==> src/hw/alu_cfg_pkg.sv <==
// ----------------------------------------------------------------------
// ALU configuration loader package
// Widths, enums and packed structs shared by the loader stages
// ----------------------------------------------------------------------

`default_nettype none

package alu_cfg_pkg;

    // ----------------------------------------------------------------------
    // Sizes
    // ----------------------------------------------------------------------
    localparam int DATA_W        = 32;
    localparam int OFFSET_W      = 16;
    localparam int SHIFT_W       = 4;
    localparam int NUM_FIELDS    = 4;
    localparam int SEQ_WINDOW    = 16;
    localparam int SLOT_W        = 4;
    localparam int IN_FIFO_DEPTH = 8;
    localparam int OUT_CREDITS   = 2;
    localparam int CRED_W        = 2;
    localparam int FIFO_PTR_W    = $clog2(IN_FIFO_DEPTH);
    localparam int FIFO_CNT_W    = FIFO_PTR_W + 1;

    typedef logic [DATA_W-1:0]                data_word_t;
    typedef logic [OFFSET_W-1:0]              offset_t;
    typedef logic [SHIFT_W-1:0]               shift_t;
    typedef logic [SLOT_W-1:0]                slot_t;
    typedef logic [NUM_FIELDS-1:0]            field_mask_t;
    typedef logic [NUM_FIELDS*NUM_FIELDS-1:0] ops_mask_t;
    typedef logic [CRED_W-1:0]                credit_t;
    typedef logic [FIFO_PTR_W-1:0]            fifo_ptr_t;
    typedef logic [FIFO_CNT_W-1:0]            fifo_cnt_t;

    // Route ids
    typedef logic [1:0] cu_id_t;
    typedef logic [1:0] bundle_id_t;
    typedef logic [1:0] lane_id_t;
    typedef logic [1:0] engine_id_t;
    typedef logic [1:0] module_id_t;
    typedef logic [2:0] buffer_id_t;

    // Slot positions of the captured fields
    localparam slot_t SLOT_OP          = 4'd0;
    localparam slot_t SLOT_ALU_MASK    = 4'd1;
    localparam slot_t SLOT_CONST_MASK  = 4'd2;
    localparam slot_t SLOT_CONST_VALUE = 4'd3;
    localparam slot_t SLOT_OPS_MASK    = 4'd4;
    localparam slot_t SLOT_ROUTE       = 4'd5;
    localparam slot_t SLOT_LAST        = slot_t'(SEQ_WINDOW - 1);

    // ----------------------------------------------------------------------
    // Enums
    // ----------------------------------------------------------------------
    typedef enum logic [1:0] {
        CLASS_INVALID      = 2'd0,
        CLASS_CU_SETUP     = 2'd1,
        CLASS_ENGINE_SETUP = 2'd2,
        CLASS_DATA         = 2'd3
    } buffer_class_e;

    typedef enum logic [3:0] {
        ALU_NOP = 4'd0,
        ALU_ADD = 4'd1,
        ALU_SUB = 4'd2,
        ALU_MUL = 4'd3,
        ALU_ACC = 4'd4,
        ALU_DIV = 4'd5,
        ALU_MIN = 4'd6
    } alu_op_e;

    typedef enum logic {
        SEQ_IDLE,
        SEQ_COLLECT
    } seq_state_e;

    // ----------------------------------------------------------------------
    // Structs
    // ----------------------------------------------------------------------
    typedef struct packed {
        buffer_class_e buffer_class;
        offset_t       offset;
        shift_t        shift;
        data_word_t    data;
    } rsp_word_t;

    typedef struct packed {
        cu_id_t     id_cu;
        bundle_id_t id_bundle;
        lane_id_t   id_lane;
        engine_id_t id_engine;
        module_id_t id_module;
        buffer_id_t id_buffer;
    } cfg_route_t;

    typedef struct packed {
        alu_op_e     alu_operation;
        field_mask_t alu_mask;
        field_mask_t const_mask;
        data_word_t  const_value;
        ops_mask_t   ops_mask;
        cfg_route_t  route;
    } alu_cfg_t;

    typedef struct packed {
        slot_t      slot;
        data_word_t data;
    } slot_word_t;

endpackage

`default_nettype wire

==> src/hw/cfg_word_fifo.sv <==
// ----------------------------------------------------------------------
// Response word FIFO
// Circular buffer that holds incoming words until decode pops them
// ----------------------------------------------------------------------

`timescale 1ns/1ps
`default_nettype none

module cfg_word_fifo
    import alu_cfg_pkg::*;
(
    input  wire logic      ap_clk,
    input  wire logic      areset_alu_ops_generator,
    input  wire logic      push,
    input  wire rsp_word_t din,
    input  wire logic      pop,
    output rsp_word_t      dout,
    output logic           empty
);

    rsp_word_t mem [IN_FIFO_DEPTH];
    fifo_ptr_t wr_ptr;
    fifo_ptr_t rd_ptr;
    fifo_cnt_t count;
    logic      full;
    logic      wr_en;
    logic      rd_en;

    assign full  = (count == fifo_cnt_t'(IN_FIFO_DEPTH));
    assign empty = (count == '0);
    assign wr_en = push && !full;
    assign rd_en = pop && !empty;

    // Head entry is always visible
    assign dout = mem[rd_ptr];

    always_ff @(posedge ap_clk) begin
        if (wr_en) begin
            mem[wr_ptr] <= din;
        end
    end

    // Pointers wrap naturally since the depth is a power of two
    always_ff @(posedge ap_clk) begin
        if (areset_alu_ops_generator) begin
            wr_ptr <= '0;
            rd_ptr <= '0;
            count  <= '0;
        end else begin
            if (wr_en) begin
                wr_ptr <= wr_ptr + 1'b1;
            end
            if (rd_en) begin
                rd_ptr <= rd_ptr + 1'b1;
            end
            case ({wr_en, rd_en})
                2'b10:   count <= count + 1'b1;
                2'b01:   count <= count - 1'b1;
                default: count <= count;
            endcase
        end
    end

endmodule

`default_nettype wire

==> src/hw/cfg_word_decode.sv <==
// ----------------------------------------------------------------------
// Decode stage
// Pops buffered words, filters them by class and sequence window,
// and numbers the words of one configuration sequence
// ----------------------------------------------------------------------

`timescale 1ns/1ps
`default_nettype none

module cfg_word_decode
    import alu_cfg_pkg::*;
#(
    parameter offset_t SEQ_BASE = '0
) (
    input  wire logic      ap_clk,
    input  wire logic      areset_alu_ops_generator,
    input  wire rsp_word_t rsp,
    input  wire logic      rsp_valid,
    input  wire logic      has_credit,
    output logic           rsp_credit,
    output slot_word_t     slot_word,
    output logic           slot_valid
);

    rsp_word_t         head;
    logic              fifo_empty;
    logic              pop;
    offset_t           seq_index;
    logic [OFFSET_W:0] seq_end;
    logic              is_setup;
    logic              in_window;
    logic              take;
    seq_state_e        state;
    slot_t             next_slot;

    cfg_word_fifo u_cfg_word_fifo (
        .ap_clk                   (ap_clk),
        .areset_alu_ops_generator (areset_alu_ops_generator),
        .push                     (rsp_valid),
        .din                      (rsp),
        .pop                      (pop),
        .dout                     (head),
        .empty                    (fifo_empty)
    );

    // Stall the whole stream while downstream has no room
    assign pop = !fifo_empty && has_credit;

    // ----------------------------------------------------------------------
    // Filter
    // ----------------------------------------------------------------------
    assign seq_index = head.offset >> head.shift;
    assign seq_end   = {1'b0, SEQ_BASE} + (OFFSET_W + 1)'(SEQ_WINDOW);
    assign is_setup  = (head.buffer_class == CLASS_CU_SETUP) ||
                       (head.buffer_class == CLASS_ENGINE_SETUP);
    assign in_window = (seq_index >= SEQ_BASE) && ({1'b0, seq_index} < seq_end);

    // A sequence only opens on its base index
    assign take = pop && is_setup && in_window &&
                  ((state == SEQ_COLLECT) || (seq_index == SEQ_BASE));

    always_ff @(posedge ap_clk) begin
        if (areset_alu_ops_generator) begin
            state     <= SEQ_IDLE;
            next_slot <= '0;
        end else if (take) begin
            if (next_slot == SLOT_LAST) begin
                state     <= SEQ_IDLE;
                next_slot <= '0;
            end else begin
                state     <= SEQ_COLLECT;
                next_slot <= next_slot + 1'b1;
            end
        end
    end

    always_ff @(posedge ap_clk) begin
        if (areset_alu_ops_generator) begin
            slot_valid <= 1'b0;
            rsp_credit <= 1'b0;
        end else begin
            slot_valid <= take;
            rsp_credit <= pop;
        end
    end

    always_ff @(posedge ap_clk) begin
        if (take) begin
            slot_word.slot <= next_slot;
            slot_word.data <= head.data;
        end
    end

endmodule

`default_nettype wire

==> src/hw/cfg_field_execute.sv <==
// ----------------------------------------------------------------------
// Execute stage
// Writes each numbered word into its configuration fields and flags
// the last word of the sequence
// ----------------------------------------------------------------------

`timescale 1ns/1ps
`default_nettype none

module cfg_field_execute
    import alu_cfg_pkg::*;
(
    input  wire logic       ap_clk,
    input  wire logic       areset_alu_ops_generator,
    input  wire slot_word_t slot_word,
    input  wire logic       slot_valid,
    output alu_cfg_t        cfg_next,
    output logic            cfg_done
);

    data_word_t word;

    assign word = slot_word.data;

    // ----------------------------------------------------------------------
    // Field capture
    // ----------------------------------------------------------------------
    // Fields hold their value until the same slot of a later sequence
    always_ff @(posedge ap_clk) begin
        if (slot_valid) begin
            case (slot_word.slot)
                SLOT_OP: begin
                    cfg_next.alu_operation <= alu_op_e'(word[3:0]);
                end
                SLOT_ALU_MASK: begin
                    cfg_next.alu_mask        <= word[NUM_FIELDS-1:0];
                    cfg_next.route.id_module <= word[5:4];
                    cfg_next.route.id_engine <= word[7:6];
                end
                SLOT_CONST_MASK: begin
                    cfg_next.const_mask <= word[NUM_FIELDS-1:0];
                end
                SLOT_CONST_VALUE: begin
                    cfg_next.const_value <= word;
                end
                SLOT_OPS_MASK: begin
                    cfg_next.ops_mask <= word[NUM_FIELDS*NUM_FIELDS-1:0];
                end
                SLOT_ROUTE: begin
                    cfg_next.route.id_cu     <= word[1:0];
                    cfg_next.route.id_bundle <= word[3:2];
                    cfg_next.route.id_lane   <= word[5:4];
                    cfg_next.route.id_buffer <= word[8:6];
                end
                default: begin
                    // Slots 6 to 15 carry no fields
                end
            endcase
        end
    end

    // ----------------------------------------------------------------------
    // Completion
    // ----------------------------------------------------------------------
    always_ff @(posedge ap_clk) begin
        if (areset_alu_ops_generator) begin
            cfg_done <= 1'b0;
        end else begin
            cfg_done <= slot_valid && (slot_word.slot == SLOT_LAST);
        end
    end

endmodule

`default_nettype wire

==> src/hw/cfg_credit_result.sv <==
// ----------------------------------------------------------------------
// Result stage
// Registers the finished configuration and tracks downstream credits
// ----------------------------------------------------------------------

`timescale 1ns/1ps
`default_nettype none

module cfg_credit_result
    import alu_cfg_pkg::*;
(
    input  wire logic     ap_clk,
    input  wire logic     areset_alu_ops_generator,
    input  wire alu_cfg_t cfg_next,
    input  wire logic     cfg_done,
    input  wire logic     cfg_credit,
    output alu_cfg_t      cfg,
    output logic          cfg_valid,
    output logic          has_credit
);

    credit_t credit_count;

    // Configuration output
    always_ff @(posedge ap_clk) begin
        if (cfg_done) begin
            cfg <= cfg_next;
        end
    end

    // ----------------------------------------------------------------------
    // Send pulse and credit counter
    // ----------------------------------------------------------------------
    always_ff @(posedge ap_clk) begin
        if (areset_alu_ops_generator) begin
            cfg_valid    <= 1'b0;
            credit_count <= credit_t'(OUT_CREDITS);
        end else begin
            cfg_valid <= cfg_done;
            case ({cfg_done, cfg_credit})
                2'b10:   credit_count <= credit_count - 1'b1;
                2'b01:   credit_count <= credit_count + 1'b1;
                // Send and return together cancel out
                default: credit_count <= credit_count;
            endcase
        end
    end

    // Decode keeps popping while any credit is left
    assign has_credit = (credit_count != '0);

endmodule

`default_nettype wire

==> src/hw/alu_ops_config_loader.sv <==
// ----------------------------------------------------------------------
// ALU operation configuration loader
// Turns a window of setup response words into one ALU configuration
// ----------------------------------------------------------------------

`timescale 1ns/1ps
`default_nettype none

module alu_ops_config_loader
    import alu_cfg_pkg::*;
#(
    parameter offset_t SEQ_BASE = '0
) (
    input  wire logic      ap_clk,
    input  wire logic      areset_alu_ops_generator,
    input  wire rsp_word_t rsp,
    input  wire logic      rsp_valid,
    output logic           rsp_credit,
    output alu_cfg_t       cfg,
    output logic           cfg_valid,
    input  wire logic      cfg_credit
);

    slot_word_t slot_word;
    logic       slot_valid;
    alu_cfg_t   cfg_next;
    logic       cfg_done;
    logic       has_credit;

    cfg_word_decode #(
        .SEQ_BASE (SEQ_BASE)
    ) u_cfg_word_decode (
        .ap_clk                   (ap_clk),
        .areset_alu_ops_generator (areset_alu_ops_generator),
        .rsp                      (rsp),
        .rsp_valid                (rsp_valid),
        .has_credit               (has_credit),
        .rsp_credit               (rsp_credit),
        .slot_word                (slot_word),
        .slot_valid               (slot_valid)
    );

    cfg_field_execute u_cfg_field_execute (
        .ap_clk                   (ap_clk),
        .areset_alu_ops_generator (areset_alu_ops_generator),
        .slot_word                (slot_word),
        .slot_valid               (slot_valid),
        .cfg_next                 (cfg_next),
        .cfg_done                 (cfg_done)
    );

    cfg_credit_result u_cfg_credit_result (
        .ap_clk                   (ap_clk),
        .areset_alu_ops_generator (areset_alu_ops_generator),
        .cfg_next                 (cfg_next),
        .cfg_done                 (cfg_done),
        .cfg_credit               (cfg_credit),
        .cfg                      (cfg),
        .cfg_valid                (cfg_valid),
        .has_credit               (has_credit)
    );

endmodule

`default_nettype wire

==> config.mk <==
export PLATFORM = sky130hd
export DESIGN_NAME = alu_ops_config_loader
export DESIGN_NICKNAME = d
export VERILOG_FILES = /design/src/hw/alu_cfg_pkg.sv /design/src/hw/cfg_word_fifo.sv /design/src/hw/cfg_word_decode.sv /design/src/hw/cfg_field_execute.sv /design/src/hw/cfg_credit_result.sv /design/src/hw/alu_ops_config_loader.sv
export SDC_FILE = /design/constraint.sdc
export NUM_CORES = 1
export LEC_CHECK = 0
export BUFFER_PORTS_ARGS = -buffer_cell sky130_fd_sc_hd__buf_2
export CORE_ASPECT_RATIO = 0.5
export CORE_MARGIN = 3
export CORE_UTILIZATION = 35
export CTS_BUF_LIST = sky130_fd_sc_hd__clkbuf_4
export CTS_CLUSTER_SIZE = 14
export DETAILED_ROUTE_END_ITERATION = 12
export PLACE_DENSITY = 0.52
export SETUP_SLACK_MARGIN = 0.05
export SLEW_MARGIN = 10
export SYNTH_ARGS = -nofsm -noshare
export SYNTH_HDL_FRONTEND = slang
export SYNTH_SLANG_ARGS = --single-unit
==> constraint.sdc <==
create_clock -name ap_clk -period 20.7 [get_ports ap_clk]
set_input_delay 2.07 -clock ap_clk [delete_from_list [all_inputs] [get_ports ap_clk]]
set_output_delay 2.07 -clock ap_clk [all_outputs]
set_load 0.05 [all_outputs]
==> results of run 1 <==
-- power groups by stage --
stage	sequential, mW	combinational, mW	clock (mW)
2_1_floorplan	1.53	0.457	0
3_5_place_dp	1.57	0.542	0
4_1_cts	1.55	0.545	1.03
5_1_grt	1.55	0.585	1.11
6_report	1.54	0.538	0.987
3_3_place_gp	1.57	0.530	0
-- final timing paths --
| check | from | to | slack (ps) | depth (start not counted) |
|---|---|---|---|---|
| worst max-delay path | register | u_cfg_word_decode.slot_word[16]$_DFFE_PP_ | 15290 | 8 |
| worst min-delay path | u_cfg_field_execute.cfg_next[61]$_DFFE_PP_ | u_cfg_credit_result.cfg[61]$_DFFE_PP_ | 410 | 0 |
| worst max register to register | register | u_cfg_word_decode.slot_word[16]$_DFFE_PP_ | 15290 | 8 |
| worst min register to register | u_cfg_field_execute.cfg_next[61]$_DFFE_PP_ | u_cfg_credit_result.cfg[61]$_DFFE_PP_ | 410 | 0 |
-- worst reg2reg max path, stage by stage (launching register included) --
cell       delay [ps]
dfxtp_4           820
buf_4             760
mux4_1            700
mux2i_1           770
a221oi_1          240
a211oi_1          340
o2111ai_1         260
a21o_2            310
inv_2             790
-- flip-flops by register name (all words and copies together) (netlist names), named ones only --
signal and flops:
u_cfg_word_decode.u_cfg_word_fifo.mem 432, u_cfg_word_decode.rsp_credit 1, u_cfg_word_decode.u_cfg_word_fifo.wr_ptr 3, u_cfg_word_decode.slot_word 36, u_cfg_credit_result.cfg_valid 1, u_cfg_credit_result.cfg 73
u_cfg_field_execute.cfg_next 73, u_cfg_word_decode.state 1, u_cfg_word_decode.slot_valid 1, u_cfg_field_execute.cfg_done 1, u_cfg_word_decode.u_cfg_word_fifo.rd_ptr 3, u_cfg_word_decode.next_slot 4
u_cfg_credit_result.credit_count 2, u_cfg_word_decode.u_cfg_word_fifo.count 4
-- area by class of cell --
type	instances	area share
Clock inverter	45	0.007622
Sequential cell	638	0.6990
Multi-Input combinational cell	343	0.1597
Timing Repair Buffer	151	0.02966
Antenna cell	3	0.0002772
Clock buffer	222	0.06153
Tap cell	884	0.04084
Inverter	10	0.001386
-- per-layer routing --
layer,vias up,GRT usage,routed length (um)
met5,-,0,0
met4,0,0.04457,745
met3,84,0.04175,2533
met2,286,0.2377,24550
met1,5619,0.1715,20000
li1,4927,-,-
-- placed cells by master (no fill, tap or decap), drive strengths merged, types with 3 or more instances in the layout --
master,n
a221oi,3
mux2i,28
inv,16
a21oi,8
nor3,10
nor2b,5
o211ai,5
mux4,104
clkinv,36
mux2,43
nand3b,5
a21o,4
dfxtp,24
xor2,7
ha,7
clkbuf,222
edfxtp,614
buf,151
nand2b,9
o21ai,7
and2,3
nand3,9
a211oi,9
diode,3
nand2,17
nor2,31
xnor2,4
-- metrics by stage --
step,setup WS [ps],instances,util
floorplan,12500,1027,-
global placement,15430,2026,0.3844
detailed placement,15300,2026,0.3844
CTS,15230,2293,0.4130
global route,14950,2296,0.4131
finish,15290,2296,0.4131
-- kinds of logic (layout without fill, tap and decap cells) --
kind of cell | count (synthesis) | count (layout) | share of synthesized area
DFF | 638 | 638 | 0.8076
muxes | 175 | 175 | 0.1359
and+or+nand+nor | 100 | 100 | 0.02174
AOI/OAI and AO/OA | 49 | 49 | 0.01565
buffers and inverters | 46 | 428 | 0.01041
xor gates and xnor gates | 11 | 11 | 0.004112
adders and majority gates | 8 | 8 | 0.004593
other | 0 | 3 | 0
==> impl_metrics.csv, run 1 <==
group,metric,value,unit
cts,ctsResizeCount,0,
cts,cts_buffers,151,
timing,rsz0062_at_grt,"false",
cells_and_area,final_area,0.02709,mm^2
timing,whs,412.3,ps
floorplanning,num_rows,66,
routing,drcViolationCount,0,
routing,drtPass1Iterations,7,
worst_setup_path,crit_path_top_delay_cell,"dfxtp_4",
floorplanning,coreArea,0.06557,mm^2
cells_and_area,regArea,0.01893,mm^2
logic_synthesis,synth_area_leader_cell,"edfxtp_1",
global_route,grt_pass1_vias,11966,
timing,final_max_slew_viol_count,0,
floorplanning,dieArea,0.07026,mm^2
worst_setup_path,path_cells,"buf_4 -> mux4_1 -> mux2i_1 -> a221oi_1 -> a211oi_1 -> o2111ai_1 -> a21o_2 -> inv_2",
logic_synthesis,ys_seq_area_frac,0.8076,
logic_synthesis,synth_most_common_cell,"edfxtp_1",
pwr,powerDensity,113.2,mW/mm^2
pwr,clkPwrFrac,0.322,
worst_setup_path,worstPathBufferInverterCount,2,
cells_and_area,drive_gt1_frac,0.3854,
worst_setup_path,crit_type,"register to register",
place,hpwlAfterDp,25340,um
worst_setup_path,endpoint_kind,"register",
timing,setup_viol,0,
cts,post-cts-setup-buffers,0,
timing,setup_tns,0,ps
logic_synthesis,avgSynthCellArea,22.81,um^2
routing,vias_per_cell,4.754,
place,io_buffers,132,
logic_synthesis,yosys_register_bits,638,
cts,cts_htree_levels,4,
worst_setup_path,cp-start-kind,"register",
floorplanning,die_x,371.9,um
cts,clock_latency,860,ps
cts,root_buffer,"clkbuf_4",
floorplanning,io_pins,133,
pwr,seqPwrFrac,0.503,
global_route,grt_pass1_wl,72660,um
timing,fmax,0.1849,GHz
cts,cts_tree,"done",
logic_synthesis,synth_warnings,0,
run,max-cap-violations,0,
logic_synthesis,synthesis.area,0.02343,mm^2
pwr,switching_share,0.2631,
min_path,holdCritPathClass,"register to register",
timing,relSlewSlack,0.2674,
routing,drt-total-wl,47830,um
cells_and_area,area_growth,15.62,%
logic_synthesis,syn_nets,1093,
routing,vias,10916,
cts,cts_hold_buf,0,
routing,ant_nets,0,
worst_setup_path,critPathMaxFanout,44,
logic_synthesis,synth_edf_count,614,
cells_and_area,fill_cells,5812,
run_status,outcome,"completed",
floorplanning,initial_utilization,0.3573,
logic_synthesis,yosys_most_used_dff,"edfxtp_1",
logic_synthesis,synth_commonest_cells,"edfxtp_1, mux4_2, mux2_2",
global_route,antenna_found_initial,4,
cts,clk_path_buf_depth,3,
pwr,power,3.066,mW
global_route,track_usage,0.1397,
timing,skew,48.91,ps
logic_synthesis,synthDominantCellAreaShare,0.7871,
routing,wl_per_cell,20.83,um
cts,cts.sinks,638,
global_route,grt_max_degree,57,
worst_setup_path,path_delay_family,"buffers and inverters",
timing,tightest_slew,1095,ps
worst_setup_path,cp_data_required_time,21140,ps
logic_synthesis,synthCells,1027,
timing,hold_viol_final,0,
timing,post-route-period-util,0.2613,
global_route,overflow,0,
logic_synthesis,synthTopCellsByArea,"edfxtp_1, mux4_2, dfxtp_1",
routing,drt-initial-drc-count,739,
cts,clk_pin_slew,70,ps
cells_and_area,layout.nets,1361,
worst_setup_path,max_stage_delay,820,ps
logic_synthesis,async_flop_share,0,
cells_and_area,multi_input_area,0.004325,mm^2
floorplanning,die_h,188.9,um
pwr,net-switching-power,0.8067,mW
timing,fin_crit,5409,ps
pwr,max-vdd-ir-drop,48.56,uV
place,dpl_cell_area,0.02521,mm^2
logic_synthesis,yosys.cell_types.count,57,
pwr,leakage,8.739,nW
place,place_congestion,0.7401,
pwr,p_int,2.259,mW
pwr,combPwrFrac,0.175,
worst_setup_path,worstPathArrival,5850,ps
(Power assumes the default switching activity.)
==> inputs of run 2 (changes only) <==
--- a/config.mk
+++ b/config.mk
@@ -12,7 +12,7 @@
 export CTS_BUF_LIST = sky130_fd_sc_hd__clkbuf_4
 export CTS_CLUSTER_SIZE = 14
 export DETAILED_ROUTE_END_ITERATION = 12
-export PLACE_DENSITY = 0.52
+export PLACE_DENSITY = 0.53
 export SETUP_SLACK_MARGIN = 0.05
 export SLEW_MARGIN = 10
 export SYNTH_ARGS = -nofsm -noshare
==> constraint.sdc (replaced) <==
create_clock -name ap_clk -period 4.35 [get_ports ap_clk]
set_input_delay 0.435 -clock ap_clk [delete_from_list [all_inputs] [get_ports ap_clk]]
set_output_delay 0.435 -clock ap_clk [all_outputs]
set_load 0.05 [all_outputs]
==> run 2 against run 1 <==
  * Die area unchanged
  * Sequential share of layout area down 1.7 points
  * Hold slack worse by 26 ps
  * Worst setup slack worse by 15000 ps
  * Clock skew up 8.4 ps
  * Sequential power rose to 4.7 times the previous value
==> impl_metrics.csv, run 2 (synthesis results as in run 1) <==
group,metric,value,unit
worst_setup_path,cp-start-kind,"register",
cts,cts_buffers,149,
cells_and_area,layout.nets,1421,
routing,wl_per_cell,20.30,um
timing,final_max_slew_viol_count,0,
global_route,overflow,0,
cts,cts_hold_buf,58,
cells_and_area,final_area,0.02778,mm^2
global_route,track_usage,0.1377,
worst_setup_path,endpoint_kind,"register",
timing,fin_crit,3752,ps
floorplanning,coreArea,0.06557,mm^2
worst_setup_path,crit_path_top_delay_cell,"dfxtp_4",
cts,cts_htree_levels,4,
routing,drtPass1Iterations,5,
cts,clk_path_buf_depth,3,
floorplanning,initial_utilization,0.3573,
timing,rsz0062_at_grt,"false",
place,hpwlAfterDp,25230,um
place,io_buffers,132,
cts,root_buffer,"clkbuf_4",
cts,cts.sinks,638,
place,place_congestion,0.7829,
worst_setup_path,path_delay_family,"flip-flops",
cts,cts_tree,"done",
cells_and_area,area_growth,18.58,%
timing,skew,57.30,ps
cells_and_area,final_common_cell,"edfxtp_1",
cells_and_area,layout_common_cells,"edfxtp_1, clkbuf_4, buf_2",
cells_and_area,final_util,0.4237,
routing,drt-total-wl,47650,um
cells_and_area,multi_input_area,0.004343,mm^2
cts,ctsResizeCount,0,
run,max-cap-violations,0,
global_route,grt_pass1_wl,72390,um
cts,clk_pin_slew,80,ps
global_route,grt_max_degree,74,
floorplanning,die_h,188.9,um
global_route,grt_pass1_vias,12137,
floorplanning,io_pins,133,
run_status,outcome,"completed",
routing,vias,11138,
pwr,power,14.68,mW
routing,ant_nets,0,
cells_and_area,regArea,0.01893,mm^2
routing,drt-initial-drc-count,816,
cells_and_area,finish.cell_count_without_fillers,2347,
worst_setup_path,max_stage_delay,890,ps
min_path,holdCritPathClass,"primary input to register",
worst_setup_path,worstPathArrival,4260,ps
worst_setup_path,crit_type,"register to register",
cells_and_area,regMostFlops,"u_cfg_word_decode.u_cfg_word_fifo.mem",
routing,drcViolationCount,0,
floorplanning,die_x,371.9,um
timing,fmax,0.2666,GHz
worst_setup_path,path_cells,"mux4_2 -> mux2i_4 -> nand4b_1 -> nand3_1 -> a211oi_1 -> o2111ai_1 -> a21o_2 -> inv_2 -> buf_12",
floorplanning,dieArea,0.07026,mm^2
worst_setup_path,critPathMaxFanout,52,
cells_and_area,drive_gt1_frac,0.3770,
timing,hold_viol_final,0,
timing,tightest_slew,1040,ps
cts,clock_latency,860,ps
timing,setup_viol,0,
pwr,leakage,9.015,nW
pwr,max-vdd-ir-drop,234.4,uV
worst_setup_path,cp_data_required_time,4850,ps
worst_setup_path,worstPathBufferInverterCount,2,
cells_and_area,reg_top3,"u_cfg_word_decode.u_cfg_word_fifo.mem (432), u_cfg_credit_result.cfg (73), u_cfg_field_execute.cfg_next (73)",
cts,post-cts-setup-buffers,0,
cells_and_area,fill_cells,5811,
routing,vias_per_cell,4.746,
timing,relSlewSlack,0.3065,
global_route,antenna_found_initial,2,
floorplanning,num_rows,66,
cells_and_area,largest_reg_flops,432,
place,dpl_cell_area,0.02533,mm^2
timing,post-route-period-util,0.8624,
place,place_inst,2030,
pwr,powerDensity,528.3,mW/mm^2
==> run 2: cell count changes in the layout (fill, tap and decap cells not counted), moves of 2 or more <==
cell | before | now
buf_12 | 0 | 6
inv_2 | 7 | 5
buf_4 | 19 | 17
dlygate4sd3_1 | 0 | 58
clkinv_1 | 33 | 19
clkinv_2 | 3 | 5
==> run 2: area by class of cell <==
cell class              count  share of cell area
repair buffers            213             0.05360
multi-input cells         343              0.1563
flip-flops and latches    638              0.6816
inverters                  10            0.001351
clock inverters            32            0.006711
clock buffers             223             0.06027
well taps                 884             0.03982
diodes                      4           0.0003603
==> run 2: final timing paths <==
check	end	from	depth (start not counted)	slack, ps
setup reg to reg	u_cfg_word_decode.slot_word[8]$_DFFE_PP_	register	9	600
hold / removal	u_cfg_word_decode.u_cfg_word_fifo.mem[4][41]$_DFFE_PP_	rsp[41]	2	390
setup / recovery	u_cfg_word_decode.slot_word[8]$_DFFE_PP_	register	9	600
hold reg to reg	u_cfg_credit_result.cfg[6]$_DFFE_PP_	u_cfg_field_execute.cfg_next[6]$_DFFE_PP_	0	400
==> run 2: worst reg2reg max path, cell delays in order (launching register included) <==
cell and delay, ps:
dfxtp_4 890, mux4_2 480, mux2i_4 440, nand4b_1 260, nand3_1 110, a211oi_1 260, o2111ai_1 270, a21o_2 320
inv_2 80, buf_12 250
==> run 2: metrics by stage <==
stage	hold slack [ps]	setup WS, ps	TNS, ps
global route	286.7	390.8	0
floorplan	400.3	-831.7	-134730
detailed placement	404.5	606.4	0
global placement	400.5	687.2	0
CTS	281.9	551.9	0
finish	386.6	598.4	0
==> run 2: per-layer routing <==
layer	part of all wire	wire length (um)	vias up	track usage
li1	-	-	5037	-
met1	0.42	19960	5746	0.1697
met2	0.51	24530	275	0.2368
met3	0.050	2392	80	0.03721
met4	0.016	766	0	0.04335
met5	0	0	-	0
==> run 2: power breakdown <==
part           internal, mW  switching (mW)  leakage, nW  total (mW)
combinational          1.37            1.32         2.14        2.68
clock                  2.45            2.24         1.12        4.69
sequential             7.06           0.240         5.75        7.30
total                  10.9            3.79         9.01        14.7
